`config.mk`:
```
export PLATFORM = sky130hd
export DESIGN_NAME = videoTop
export DESIGN_NICKNAME = d
export VERILOG_FILES = /design/src/hw/videoPkg.sv /design/src/hw/videoTop.sv /design/src/hw/objectsMux.sv /design/src/hw/backgroundGen.sv /design/src/hw/rectDrawer.sv /design/src/hw/vgaTiming.sv
export SDC_FILE = /design/constraint.sdc
export NUM_CORES = 1
export LEC_CHECK = 0
export ABC_CLOCK_PERIOD_IN_PS = 2000
export BUFFER_PORTS_ARGS = -buffer_cell sky130_fd_sc_hd__clkbuf_2
export CORE_ASPECT_RATIO = 1.75
export CORE_UTILIZATION = 51
export CTS_BUF_LIST = sky130_fd_sc_hd__clkbuf_4 sky130_fd_sc_hd__clkbuf_8
export DETAILED_ROUTE_END_ITERATION = 6
export GPL_ROUTABILITY_DRIVEN = 0
export PLACE_DENSITY_LB_ADDON = 0.25
export SETUP_SLACK_MARGIN = 0.5
export SYNTH_ARGS = -nofsm -noshare
export SYNTH_HDL_FRONTEND = slang
export SYNTH_SLANG_ARGS = --single-unit
```
`constraint.sdc`:
```
create_clock -name clk -period 2 [get_ports clk]
set_input_delay 0.3 -clock clk [delete_from_list [all_inputs] [get_ports clk]]
set_output_delay 0.3 -clock clk [all_outputs]
set_load 0.1 [all_outputs]
```
`src/hw/videoPkg.sv`:
```
// ==============================
// video package
// colour, coordinate and per-object
// request types shared by the video blocks
// ==============================
`default_nettype none

package videoPkg;

	// RGB332: red [7:5], green [4:2], blue [1:0]
	typedef logic [7:0] rgb8T;

	// one pixel coordinate or one size value
	typedef logic [10:0] coordT;

	// position, or width/height when used as a size
	typedef struct packed {
		coordT x;
		coordT y;
	} pixelPosT;

	// one drawer's answer for the current pixel
	typedef struct packed {
		logic drawingRequest;
		rgb8T rgb;
	} objectReqT;

	// final 24-bit output colour
	typedef struct packed {
		logic [7:0] red;
		logic [7:0] green;
		logic [7:0] blue;
	} rgb24T;

endpackage

`default_nettype wire
```
`src/hw/videoTop.sv`:
```
// ==============================
// video top
// timing, rectangle drawers, background
// and priority mux, two cycles pixel to output
// ==============================
`default_nettype none

module videoTop #(
	parameter int hActive = 640,
	parameter int hFront = 16,
	parameter int hSyncLen = 96,
	parameter int hBack = 48,
	parameter int vActive = 480,
	parameter int vFront = 10,
	parameter int vSyncLen = 2,
	parameter int vBack = 33,
	parameter int numObjects = 3,
	parameter int gridSpacing = 32
) (
	input logic clk,
	input logic resetN,
	input videoPkg::pixelPosT objTopLeft [numObjects],
	input videoPkg::pixelPosT objSize [numObjects],
	input videoPkg::rgb8T objColor [numObjects],
	input videoPkg::rgb8T gridColor,
	input videoPkg::rgb8T fillColor,
	output logic hSync,
	output logic vSync,
	output logic frameStart,
	output videoPkg::rgb24T rgbOut
);
	import videoPkg::*;

	// current scan position
	pixelPosT pixel;
	// already one stage late, matches drawer outputs
	logic displayEnable;
	objectReqT objects [numObjects];
	rgb8T bgRgb;

	vgaTiming #(
		.hActive(hActive),
		.hFront(hFront),
		.hSyncLen(hSyncLen),
		.hBack(hBack),
		.vActive(vActive),
		.vFront(vFront),
		.vSyncLen(vSyncLen),
		.vBack(vBack)
	) timing (
		.clk(clk),
		.resetN(resetN),
		.pixel(pixel),
		.displayEnable(displayEnable),
		.hSync(hSync),
		.vSync(vSync),
		.frameStart(frameStart)
	);

	// one drawer per object, index 0 on top
	for (genvar i = 0; i < numObjects; i++) begin : drawers
		rectDrawer drawer (
			.clk(clk),
			.resetN(resetN),
			.pixel(pixel),
			.topLeft(objTopLeft[i]),
			.size(objSize[i]),
			.color(objColor[i]),
			.req(objects[i])
		);
	end

	backgroundGen #(
		.gridSpacing(gridSpacing)
	) background (
		.clk(clk),
		.resetN(resetN),
		.pixel(pixel),
		.gridColor(gridColor),
		.fillColor(fillColor),
		.bgRgb(bgRgb)
	);

	objectsMux #(
		.numObjects(numObjects)
	) mux (
		.clk(clk),
		.resetN(resetN),
		.objects(objects),
		.bgRgb(bgRgb),
		.displayEnable(displayEnable),
		.rgbOut(rgbOut)
	);

endmodule

`default_nettype wire

```
`src/hw/objectsMux.sv`:
```
// ==============================
// objects mux
// lowest-index request wins, else background;
// black in blanking, RGB332 to 24 bits
// ==============================
`default_nettype none

module objectsMux #(
	parameter int numObjects = 3
) (
	input logic clk,
	input logic resetN,
	input videoPkg::objectReqT objects [numObjects],
	input videoPkg::rgb8T bgRgb,
	input logic displayEnable,
	output videoPkg::rgb24T rgbOut
);
	import videoPkg::*;

	rgb8T selRgb;
	rgb8T tmpRgb;

	// walk from the lowest priority up, so index 0 is written last
	always_comb begin
		selRgb = bgRgb;
		for (int i = numObjects - 1; i >= 0; i--) begin
			if (objects[i].drawingRequest) begin
				selRgb = objects[i].rgb;
			end
		end
	end

	always_ff @(posedge clk or negedge resetN) begin
		if (!resetN) begin
			tmpRgb <= '0;
		end else if (!displayEnable) begin
			// blanking
			tmpRgb <= '0;
		end else begin
			tmpRgb <= selRgb;
		end
	end

	// widen each channel by repeating its lowest bit
	assign rgbOut.red = {tmpRgb[7:5], {5{tmpRgb[5]}}};
	assign rgbOut.green = {tmpRgb[4:2], {5{tmpRgb[2]}}};
	assign rgbOut.blue = {tmpRgb[1:0], {6{tmpRgb[0]}}};

endmodule

`default_nettype wire

```
`src/hw/backgroundGen.sv`:
```
// ==============================
// background generator
// grid lines every gridSpacing pixels
// over a plain fill colour
// ==============================
`default_nettype none

module backgroundGen #(
	parameter int gridSpacing = 32
) (
	input logic clk,
	input logic resetN,
	input videoPkg::pixelPosT pixel,
	input videoPkg::rgb8T gridColor,
	input videoPkg::rgb8T fillColor,
	output videoPkg::rgb8T bgRgb
);
	import videoPkg::*;

	// gridSpacing is a power of two, so only low bits matter
	localparam int gridBits = $clog2(gridSpacing);

	logic onGridX;
	logic onGridY;
	rgb8T bgReg;

	assign onGridX = (pixel.x[gridBits-1:0] == '0);
	assign onGridY = (pixel.y[gridBits-1:0] == '0);

	// same stage as the drawers
	always_ff @(posedge clk or negedge resetN) begin
		if (!resetN) begin
			bgReg <= '0;
		end else if (onGridX || onGridY) begin
			bgReg <= gridColor;
		end else begin
			bgReg <= fillColor;
		end
	end

	assign bgRgb = bgReg;

endmodule

`default_nettype wire

```
`src/hw/rectDrawer.sv`:
```
// ==============================
// rectangle drawer
// registered request and colour for one
// half-open rectangular object
// ==============================
`default_nettype none

module rectDrawer (
	input logic clk,
	input logic resetN,
	input videoPkg::pixelPosT pixel,
	input videoPkg::pixelPosT topLeft,
	input videoPkg::pixelPosT size,
	input videoPkg::rgb8T color,
	output videoPkg::objectReqT req
);
	import videoPkg::*;

	// one extra bit so an edge past the coordinate range cannot wrap
	logic [11:0] rightEdge;
	logic [11:0] bottomEdge;
	logic insideX;
	logic insideY;
	logic drawReg;
	rgb8T colorReg;

	assign rightEdge = {1'b0, topLeft.x} + {1'b0, size.x};
	assign bottomEdge = {1'b0, topLeft.y} + {1'b0, size.y};

	// left/top inclusive, right/bottom exclusive
	// zero size gives an empty range here
	assign insideX = (pixel.x >= topLeft.x) && ({1'b0, pixel.x} < rightEdge);
	assign insideY = (pixel.y >= topLeft.y) && ({1'b0, pixel.y} < bottomEdge);

	always_ff @(posedge clk or negedge resetN) begin
		if (!resetN) begin
			drawReg <= 1'b0;
		end else begin
			drawReg <= insideX && insideY;
		end
	end

	// colour travels with the request, same stage
	always_ff @(posedge clk) begin
		colorReg <= color;
	end

	assign req = '{drawingRequest: drawReg, rgb: colorReg};

endmodule

`default_nettype wire

```
`src/hw/vgaTiming.sv`:
```
// ==============================
// vga timing generator
// scans columns and rows of a frame,
// decodes active-low sync, display enable
// and frame start, aligned to the pipeline
// ==============================
`default_nettype none

module vgaTiming #(
	parameter int hActive = 640,
	parameter int hFront = 16,
	parameter int hSyncLen = 96,
	parameter int hBack = 48,
	parameter int vActive = 480,
	parameter int vFront = 10,
	parameter int vSyncLen = 2,
	parameter int vBack = 33
) (
	input logic clk,
	input logic resetN,
	output videoPkg::pixelPosT pixel,
	output logic displayEnable,
	output logic hSync,
	output logic vSync,
	output logic frameStart
);
	import videoPkg::*;

	localparam int hTotal = hActive + hFront + hSyncLen + hBack;
	localparam int vTotal = vActive + vFront + vSyncLen + vBack;

	// counter-width copies of the decode points
	localparam coordT lastCol = coordT'(hTotal - 1);
	localparam coordT lastRow = coordT'(vTotal - 1);
	localparam coordT hActiveEnd = coordT'(hActive);
	localparam coordT vActiveEnd = coordT'(vActive);
	localparam coordT hSyncStart = coordT'(hActive + hFront);
	localparam coordT hSyncEnd = coordT'(hActive + hFront + hSyncLen);
	localparam coordT vSyncStart = coordT'(vActive + vFront);
	localparam coordT vSyncEnd = coordT'(vActive + vFront + vSyncLen);

	coordT col;
	coordT row;
	logic lineEnd;

	// conditions for the pixel presented this cycle
	logic activeNow;
	logic hSyncNow;
	logic vSyncNow;
	logic frameNow;

	// alignment registers, enable one stage, the rest two
	logic enableDly;
	logic [1:0] hSyncPipe;
	logic [1:0] vSyncPipe;
	logic [1:0] framePipe;

	assign lineEnd = (col == lastCol);

	// column wraps at hTotal, row steps on each wrap
	always_ff @(posedge clk or negedge resetN) begin
		if (!resetN) begin
			col <= '0;
			row <= '0;
		end else if (lineEnd) begin
			col <= '0;
			if (row == lastRow) begin
				row <= '0;
			end else begin
				row <= row + coordT'(1);
			end
		end else begin
			col <= col + coordT'(1);
		end
	end

	assign pixel = '{x: col, y: row};

	assign activeNow = (col < hActiveEnd) && (row < vActiveEnd);
	// sync low inside its window
	assign hSyncNow = !((col >= hSyncStart) && (col < hSyncEnd));
	assign vSyncNow = !((row >= vSyncStart) && (row < vSyncEnd));
	assign frameNow = (col == '0) && (row == '0);

	always_ff @(posedge clk or negedge resetN) begin
		if (!resetN) begin
			enableDly <= 1'b0;
			// syncs idle high
			hSyncPipe <= 2'b11;
			vSyncPipe <= 2'b11;
			framePipe <= 2'b00;
		end else begin
			enableDly <= activeNow;
			hSyncPipe <= {hSyncPipe[0], hSyncNow};
			vSyncPipe <= {vSyncPipe[0], vSyncNow};
			framePipe <= {framePipe[0], frameNow};
		end
	end

	// enable feeds the mux, which adds the second stage itself
	assign displayEnable = enableDly;
	assign hSync = hSyncPipe[1];
	assign vSync = vSyncPipe[1];
	assign frameStart = framePipe[1];

endmodule

`default_nettype wire

```
### Word-level counts from Yosys, hierarchy flattened

Cells that the tools add are included.

| cells by class | value |
|---|---|
| $lt $le $gt $ge | 18 |
| add/subtract/negate cells | 8 |
| bitwise logic cells | 0 |
| multiplexer cells | 7 |
| eq/ne operators | 2 |
| shift operators | 0 |
| reductions and logical operators | 20 |
| multipliers | 0 |
| div/mod/pow operators | 0 |

Operators by type and width:

| kind | count |
|---|---|
| $add 11x11->12 | 6 |
| $lt 11x12->1 | 6 |
| $ge 11x11->1 | 6 |
| $mux 8 | 5 |
| $add 11x1->11 const B | 2 |
| $eq 11x10->1 const B | 2 |
| $logic_not 11->1 | 2 |
| $lt 11x10->1 const B | 2 |
| $lt 11x9->1 const B | 2 |
| $mux 11 | 2 |
| $logic_and 1x1->1 | 13 |
| $ge 11x10->1 const B | 1 |
| $ge 11x9->1 const B | 1 |
| $logic_not 5->1 | 2 |
| $logic_not 1->1 | 2 |
| $logic_or 1x1->1 | 1 |

| storage, ports and cells | value |
|---|---|
| bits in latches | 0 |
| ROM bits | 0 |
| logic and storage cells | 69 |
| memory bits (writable) | 0 |
| memories | 0 |
| output and inout bits | 27 |
| bits in registers | 72 |
| input bits | 174 |

### Longest topological paths before layout

Gate-level depths: netlist of run 1.

| depth | value |
|---|---|
| depth after elaboration | 4 |
| gate-level depth with buffers | 14 |
| depth with buffers taken out | 14 |

### Cells and area by module

From an unflattened synthesis of run 1, not the netlist that was laid out.

| second synthesis, totals | value |
|---|---|
| cells, all modules | 933 |
| area, all modules | 8,453.1 um2 |

Modules (own cells, without submodules):

| module | seq. area each (um2) | cells each | area an instance (um2) | times used |
|---|---|---|---|---|
| rectDrawer | 185.2 | 241 | 2,025.7 | 3 |
| vgaTiming | 730.7 | 128 | 1,373.8 | 1 |
| objectsMux | 200.2 | 63 | 639.4 | 1 |
| backgroundGen | 200.2 | 19 | 362.8 | 1 |

### Worst setup path before layout of run 1

No wires, ideal clock.

| timing path | value |
|---|---|
| kind | in2reg |
| start | in objTopLeft[11] in the netlist's numbering |
| end | reg drawers[2].drawer.drawReg |
| library setup time | 0.125 ns |
| path buffers | 0 |
| setup slack | -1.308 ns |
| stages on the path | 14 |
| data required time | 1.875 ns |
| data arrival time | 3.183 ns |
| cell sequence | ha_1 fa_1 a21o_1 a211oi_1 o21ai_0 a31o_2 a21oi_1 xor2_1 ha_1 nor2b_1 a2111oi_0 o21a_1 a311oi_1 a2111oi_0 |

| on the way | value |
|---|---|
| word-level cells in the longest chain between the ends | 4 |
| elaborated cells between the ends (all ways) | 5 |
| classes of those cells | add/sub (1); order compare (2); reduce/logical (2) |

Ends and longest elaborated chain:

| element | line | text |
|---|---|---|
| start: declaration | videoTop.sv:22 | `input videoPkg::pixelPosT objTopLeft [numObjects],` |
| $add 11x11->12 | rectDrawer.sv:27 | `assign rightEdge = {1'b0, topLeft.x} + {1'b0, size.x};` |
| $lt 11x12->1 | rectDrawer.sv:32 | `assign insideX = (pixel.x >= topLeft.x) && ({1'b0, pixel.x} < rightEdge);` |
| $logic_and 1x1->1 (*) | rectDrawer.sv:32 |  |
| $logic_and 1x1->1 (*) | rectDrawer.sv:39 | `drawReg <= insideX && insideY;` |
| end signal: assignment | rectDrawer.sv:39 |  |
| end: declaration | rectDrawer.sv:24 | `logic drawReg;` |

Mark *: on every way between the ends. The rest lies on a longest branch, timed or not.
A chain may end at the register's enable or synchronous reset.

### Worst setup path in the final report of run 1

| timing path | value |
|---|---|
| start | in objTopLeft[0] in the netlist's numbering |
| end | reg drawers[2].drawer.drawReg |

| on the way | value |
|---|---|
| word-level cells in the longest chain between the ends | 4 |
| elaborated cells between the ends (all ways) | 5 |
| classes of those cells | add/sub (1); order compare (2); reduce/logical (2) |

Ends and longest elaborated chain:

| element | line | text |
|---|---|---|
| $add 11x11->12 | rectDrawer.sv:28 | `assign bottomEdge = {1'b0, topLeft.y} + {1'b0, size.y};` |
| $lt 11x12->1 | rectDrawer.sv:33 | `assign insideY = (pixel.y >= topLeft.y) && ({1'b0, pixel.y} < bottomEdge);` |
| $logic_and 1x1->1 (*) | rectDrawer.sv:33 |  |
| $logic_and 1x1->1 (*) | rectDrawer.sv:39 |  |

Marks and branches as above.

==> flow_summary_export.csv, run 1 <==
group,metric,value,unit
floorplanning,initial_core_util,0.521,
clocking,cts_tree,"done",
floorplanning,ios,201,
global_route,gr-total-overflow,0,
worst_setup_path,r2r_start,"timing.col[4]",
timing,setup_viol,5,
routing,drcViolationCount,11,
status,status,"finished with violations",
logic_synthesis,synth_top_area_frac,0.298,
cells_and_area,drive_gt1_frac,0.416,
timing,hold_slack,0.0190,ns
timing,max_slew_margin,0.546,
worst_setup_path,worst_ep_required_time,2.25,ns
clocking,root_buffer,"clkbuf_8",
clocking,numClockSinks,72,
cells_and_area,fillCellCount,1126,
routing,routedWlPerCell,16.4,um
cells_and_area,antenna_cells,0,
cells_and_area,final_nets,1742,
routing,vias,8816,
clocking,htreeDepth,3,
global_route,globalRouteTotalUtil,0.290,
floorplanning,rows,61,
timing,final.setup_skew,0.0108,ns
floorplanning,die_h,170,um
power,p_leak,0.00641,uW
worst_setup_path,path_max_fanout,3,
clocking,clockBufferDepth,2,
worst_setup_path,cp.arrival,3.15,ns
timing,worst_slack,-0.899,ns
routing,ant_nets,0,
logic_synthesis,yosys.cell_types.count,67,
worst_setup_path,timing.rr.end,"drawers[1].drawer.drawReg",
logic_synthesis,yosysSeqAreaShare,0.205,
timing,slew_viol_final,0,
clocking,clk_latency,0.37,ns
timing,fmax,0.345,GHz
worst_setup_path,worst_setup_path_start_kind,"input port",
worst_setup_path,setup.worst_path.end_class,"flop",
logic_synthesis,synth_area,8220,um^2
logic_synthesis,ys_seq_elements,72,
place,dpl.hpwl,19.7,mm
status,violations,"design-rule violations, negative setup slack",
timing,worst_pin_slew,0.664,ns
min_path,min-delay-path-class,"in2async",
place,dp.cells,1516,
logic_synthesis,async_reset_ff_frac,0.667,
cells_and_area,area_growth,47.1,%
clocking,cts_made_buffers,9,
timing,fin_crit,2.90,ns
global_route,grt_pass1_wl,38.6,mm
clocking,clkSlewWorstSetupHoldPaths,0.08,ns
cells_and_area,final_cells,1560,
place,io_buffer_count,200,
worst_setup_path,crit_type,"in2reg",
logic_synthesis,syn_nets,1320,
routing,routed_wl,25.5,mm
routing,drtPass1Iterations,7,
logic_synthesis,synth_edf_count,0,
cells_and_area,seq_area,1700,um^2
worst_setup_path,reg2reg_depth,8,
cells_and_area,utilization,0.766,
power,p_per_area,421,nW/um^2
floorplanning,dieArea,16700,um^2
timing,fin_crit_sh,1.45,
logic_synthesis,yosysWarnings,0,
timing,hold_viol,0,
worst_setup_path,rrSetupSlack,-0.48,ns
global_route,grt_max_degree,49,
logic_synthesis,yosysTopAreaCell,"ha_1",
logic_synthesis,syn_inst,944,
logic_synthesis,syn_avg_cell_area,8.71,um^2
cells_and_area,multi_input_area,6640,um^2
global_route,antenna_found_initial,0,
logic_synthesis,synth_area_leaders,"ha_1 30%, dfrtp_1 13%, dfxtp_1 5.8%",
timing,tns,-2.62,ns
routing,post_drt_via_cell_ratio,5.65,
global_route,first_global_vias,8948,
floorplanning,die_w,98.0,um
floorplanning,core_area,15800,um^2
logic_synthesis,ys.flop_type,"dfrtp_1",
power,peakVddDrop,0.307,mV
routing,drt-initial-drc-count,260,
run,drv_cap,0,
timing,rsz0062_at_grt,"yes",
power by group:
part | leakage (uW) | total (uW) | switching [uW] | internal [uW]
Clock | 0.000113 | 1330 | 591 | 742
Combinational | 0.00550 | 2250 | 1160 | 1090
Sequential | 0.000789 | 1510 | 16.9 | 1490
Total | 0.00641 | 5090 | 1770 | 3320
area by class of cell:
type,instances,area share
inverter,88,0.0275
clock buffer,10,0.0114
tap,189,0.0195
multi-input combinational,762,0.549
sequential,72,0.141
timing repair buffer,433,0.244
clock inverter,6,0.00745
synth_stat cells (6+ instances only):
| library cell | instances |
|---|---|
| o21bai_1 | 7 |
| a211oi_1 | 16 |
| mux2_2 | 8 |
| o21ai_0 | 62 |
| a21oi_1 | 77 |
| nand3_1 | 23 |
| dfrtp_1 | 44 |
| and2_1 | 8 |
| dfxtp_1 | 24 |
| o31ai_1 | 10 |
| o21a_1 | 14 |
| nand2_1 | 42 |
| inv_1 | 88 |
| nand2b_1 | 11 |
| xnor2_1 | 23 |
| nor3_1 | 18 |
| nor2b_1 | 10 |
| buf_4 | 16 |
| a21o_1 | 23 |
| mux2i_1 | 8 |
| xor2_1 | 40 |
| nor2_1 | 65 |
| a2111oi_0 | 9 |
| nor4_1 | 7 |
| ha_1 | 196 |
| fa_1 | 6 |
| nand4_1 | 11 |
worst max-delay path, cell delays in order:
cell and delay, ns:
clkbuf_2 0.11, ha_4 0.17, fa_2 0.37, a21oi_2 0.13, nor2b_1 0.07, o31a_1 0.27, o41ai_2 0.23, buf_4 0.17
buf_4 0.10, xor2_1 0.15, ha_1 0.25, o21ai_1 0.21, a211oi_2 0.11, o21ai_1 0.11, a211oi_2 0.07, a2111oi_1 0.33
stage by stage:
| step | total power, uW | instance area [um^2] | setup slack (ns) |
|---|---|---|---|
| finish | 5090 | 12100 | -0.899 |
| global route | 5390 | 12100 | -1.02 |
| floorplan | 2820 | 8480 | -1.05 |
| detailed placement | 3640 | 11100 | -1.40 |
| global placement | 3570 | 11100 | -1.31 |
| CTS | 5000 | 11800 | -0.854 |
how the worst max path moves through the flow:
stage,start,end,slack [ns],depth (start not counted)
2_1_floorplan,objTopLeft[11],drawers[2].drawer.drawReg,-1.05,14
3_3_place_gp,objTopLeft[11],drawers[2].drawer.drawReg,-1.31,15
3_5_place_dp,objTopLeft[0],drawers[2].drawer.drawReg,-1.40,16
4_1_cts,objTopLeft[11],drawers[2].drawer.drawReg,-0.85,15
5_1_grt,objTopLeft[44],drawers[0].drawer.drawReg,-1.02,14
6_report,objTopLeft[0],drawers[2].drawer.drawReg,-0.90,16
layer usage:
metal	routed length (um)	up-vias	global-route usage
met2	14500	259	0.591
met4	1660	0	0.199
met3	892	120	0.0300
li1	-	4282	-
met1	8500	4155	0.259
met5	0	-	0
logic make-up after synthesis:
group	count (synthesis)	share of synthesized area
multiplexers	16	0.0207
buffers and inverters	110	0.0584
adder cells (fa/ha/maj)	202	0.313
AO/OA/AOI/OAI	259	0.199
XOR/XNOR	63	0.0671
AND/OR/NAND/NOR	222	0.137
flip-flops	72	0.205
sequential cells by signal, summed over array words and instances, names as in the netlist:
| name | cells |
|---|---|
| mux.tmpRgb | 8 |
| timing.row | 11 |
| timing.framePipe | 2 |
| background.bgRgb | 8 |
| timing.col | 11 |
| timing.vSyncPipe | 2 |
| timing.displayEnable | 1 |
| drawers.drawer.colorReg | 24 |
| drawers.drawer.drawReg | 3 |
| timing.hSyncPipe | 2 |
repair_timing:
item	4_1_cts	5_1_grt
setup buffers	20	8
pin swaps	45	32
gates resized for setup	86	52
hold endpoints to repair	0	0
hold buffers	0	0
endpoints found under the setup margin	55	49
placed cells by master, fill, tap and decap left out, types with 33 or more instances in the layout:
cell / n
buf_4: 218
ha_1: 187
clkbuf_2: 174
inv_1: 84
a21oi_1: 68
nor2_1: 57
o21ai_0: 42
xor2_1: 39
nand2_1: 37
dfrtp_1: 33
Power figures use the tool's default switching activity.
==> run 2: changes to the inputs <==
==> constraint.sdc (replaced) <==
create_clock -name clk -period 2 [get_ports clk]
set_input_delay 0.1 -clock clk [delete_from_list [all_inputs] [get_ports clk]]
set_output_delay 0.1 -clock clk [all_outputs]
set_load 0.1 [all_outputs]
==> run 2 against run 1 <==
Against the previous run:
- the run still ends with design-rule violations, negative setup slack left
- worst setup slack better by 0.18 ns
- global-route usage up 0.47 points
- non-clock buffer count up 52
- sequential share of layout area down 0.41 points
- clock power down 3%
- total power up 1.0%
- sequential power about the same
- critical endpoint unchanged
==> flow_summary_export.csv, run 2 (synthesized netlist as in run 1, its figures left out) <==
group,metric,value,unit
worst_setup_path,worst_setup_path_start_kind,"input port",
clocking,root_buffer,"clkbuf_8",
global_route,gr-total-overflow,0,
worst_setup_path,slowest_stage,"fa_2",
routing,vias,9075,
floorplanning,rows,61,
cells_and_area,final_common_cell,"buf_4",
cells_and_area,drive_gt1_frac,0.405,
power,p_leak,0.00657,uW
power,total_power,5140,uW
cells_and_area,antenna_cells,0,
cells_and_area,largest_reg_flops,24,
timing,final.setup_skew,0.0150,ns
routing,drtPass1Iterations,7,
worst_setup_path,cpLargestDelayFamily,"compound AO/OA/AOI/OAI gates",
worst_setup_path,worst_ep_required_time,2.25,ns
global_route,grt_max_degree,49,
timing,fin_crit_sh,1.36,
power,p_per_area,412,nW/um^2
power,pwr-share-seq,0.294,
power,switching_share,0.345,
cells_and_area,reg_top3,"drawers.drawer.colorReg: 24 flops, timing.col: 11 flops, timing.row: 11 flops",
place,dp_slack,-1.21,ns
floorplanning,ios,201,
routing,drt-initial-drc-count,334,
place,dpl.hpwl,19.5,mm
place,io_buffer_count,200,
worst_setup_path,cp_cell_sequence,"buf_8 > ha_4 > fa_2 > a21o_1 > a211oi_2 > o21ai_2 > a31o_2 > a21oi_2 > xor2_1 > ha_1 > nor2b_4 > a2111oi_4 > o21a_1 > a311oi_2 > a2111oi_2",
clocking,clk_latency,0.36,ns
timing,max_slew_margin,0.593,
worst_setup_path,setup.worst_path.end_class,"flop",
timing,worst_pin_slew,0.611,ns
timing,fmax,0.368,GHz
global_route,grt_pass1_wl,39.5,mm
clocking,numClockSinks,72,
status,status,"finished with violations",
power,peakVddDrop,0.312,mV
floorplanning,die_h,170,um
clocking,clkSlewWorstSetupHoldPaths,0.08,ns
global_route,globalRouteTotalUtil,0.295,
floorplanning,dieArea,16700,um^2
timing,hold_viol,0,
timing,setup_viol,6,
run,drv_cap,0,
power,p_sw,1770,uW
worst_setup_path,cp.arrival,2.97,ns
clocking,clockBufferDepth,2,
status,violations,"design-rule violations, negative setup slack",
clocking,cts_tree,"done",
clocking,htreeDepth,3,
worst_setup_path,crit_type,"in2reg",
routing,routedWlPerCell,16.5,um
min_path,min-delay-path-class,"in2reg",
routing,post_drt_via_cell_ratio,5.63,
worst_setup_path,path_buf_inv,1,
floorplanning,die_w,98.0,um
cells_and_area,area_growth,51.6,%
cells_and_area,final_nets,1794,
global_route,antenna_found_initial,0,
routing,ant_nets,0,
power,clkPwrFrac,0.251,
timing,rsz0062_at_grt,"yes",
routing,routed_wl,26.6,mm
global_route,first_global_vias,9222,
worst_setup_path,cpPeakStageDelay,0.34,ns
timing,slew_viol_final,0,
floorplanning,core_area,15800,um^2
timing,fin_crit,2.72,ns
cells_and_area,top_register,"drawers.drawer.colorReg",
power,p_comb_frac,0.455,
timing,worst_slack,-0.718,ns
power,power.internal,3370,uW
worst_setup_path,path_max_fanout,2,
clocking,cts_made_buffers,9,
cells_and_area,final_cell_mix,"228 x buf_4, 197 x clkbuf_2, 186 x ha_1",
routing,drcViolationCount,11,
floorplanning,initial_core_util,0.521,
run 2: changes by cell type in the layout (fill, tap and decap cells not counted), sizes merged:
| cell | change |
|---|---|
| dlygate4sd3 | +41 |
| clkbuf | +6 |
| buf | +5 |
| clkinv | +3 |
| inv | -2 |
| clkinvlp | -1 |
run 2: metrics by stage:
stage	hold WS [ns]	instance area, um^2	cells	setup TNS, ns	utilization
6_report	0.249	12500	1612	-1.98	0.789
5_1_grt	0.273	12500	1612	-2.52	0.789
4_1_cts	0.240	12000	1591	-1.95	0.759
3_5_place_dp	0.204	11100	1521	-3.29	0.704
3_3_place_gp	0.202	11100	1521	-3.04	0.704
2_1_floorplan	-0.196	8440	944	-2.30	-
run 2: metal layers:
metal / part of all wire / up-vias / track usage / routed length [um]
met3: 0.034 / 117 / 0.0275 / 893
met4: 0.054 / 0 / 0.165 / 1430
li1: - / 4390 / - / -
met1: 0.34 / 4267 / 0.265 / 9080
met5: 0 / - / 0 / 0
met2: 0.57 / 301 / 0.618 / 15200
run 2: layout make-up:
cell class / count / area [um^2]
clock buffer: 10 / 131
clock inverter: 6 / 92.6
fill: 1064 / 3330
inverter: 88 / 340
multi-input combinational: 762 / 6610
sequential: 72 / 1700
tap: 189 / 236
timing repair buffer: 485 / 3360
run 2: path summary, 6_finish.rpt:
path	startpoint	end	slack (ns)	cells after the start
worst max-delay path	objTopLeft[11]	drawers[2].drawer.drawReg	-0.72	15
min in group asynchronous	resetN	mux.tmpRgb[2]	0.39	3
worst min-delay path	objTopLeft[10]	drawers[2].drawer.drawReg	0.25	5
max in group asynchronous	resetN	timing.col[6]	1.15	3
worst min register to register	timing.framePipe[0]	timing.framePipe[1]	0.36	0
worst max register to register	timing.row[2]	drawers[1].drawer.drawReg	-0.26	7
run 2: worst reg2reg max path, cell delays in order (launching register included):
cell and delay [ns]:
dfrtp_1 0.63, ha_1 0.34, a21oi_1 0.18, o21ai_0 0.14, a21oi_1 0.19, o21ai_0 0.12
a221oi_1 0.44, nor4_2 0.10
run 2: timing repair:
action / CTS / global route
pin swaps: 27 / 51
resized for setup: 34 / 77
cloned: 0 / 0
hold endpoints to repair: 76 / 0
hold buffers: 41 / 0
buffers inserted: 13 / 21
endpoints found under the setup margin: 30 / 39
run 2: power by group through the flow:
stage	Clock [uW]	Sequential (uW)	Combinational, uW
final	1290	1510	2340
after global routing	1350	1510	2580
after CTS	1280	1510	2200
after detailed placement	0	1540	2080
after global placement	0	1530	2020
after floorplan	0	1590	1210
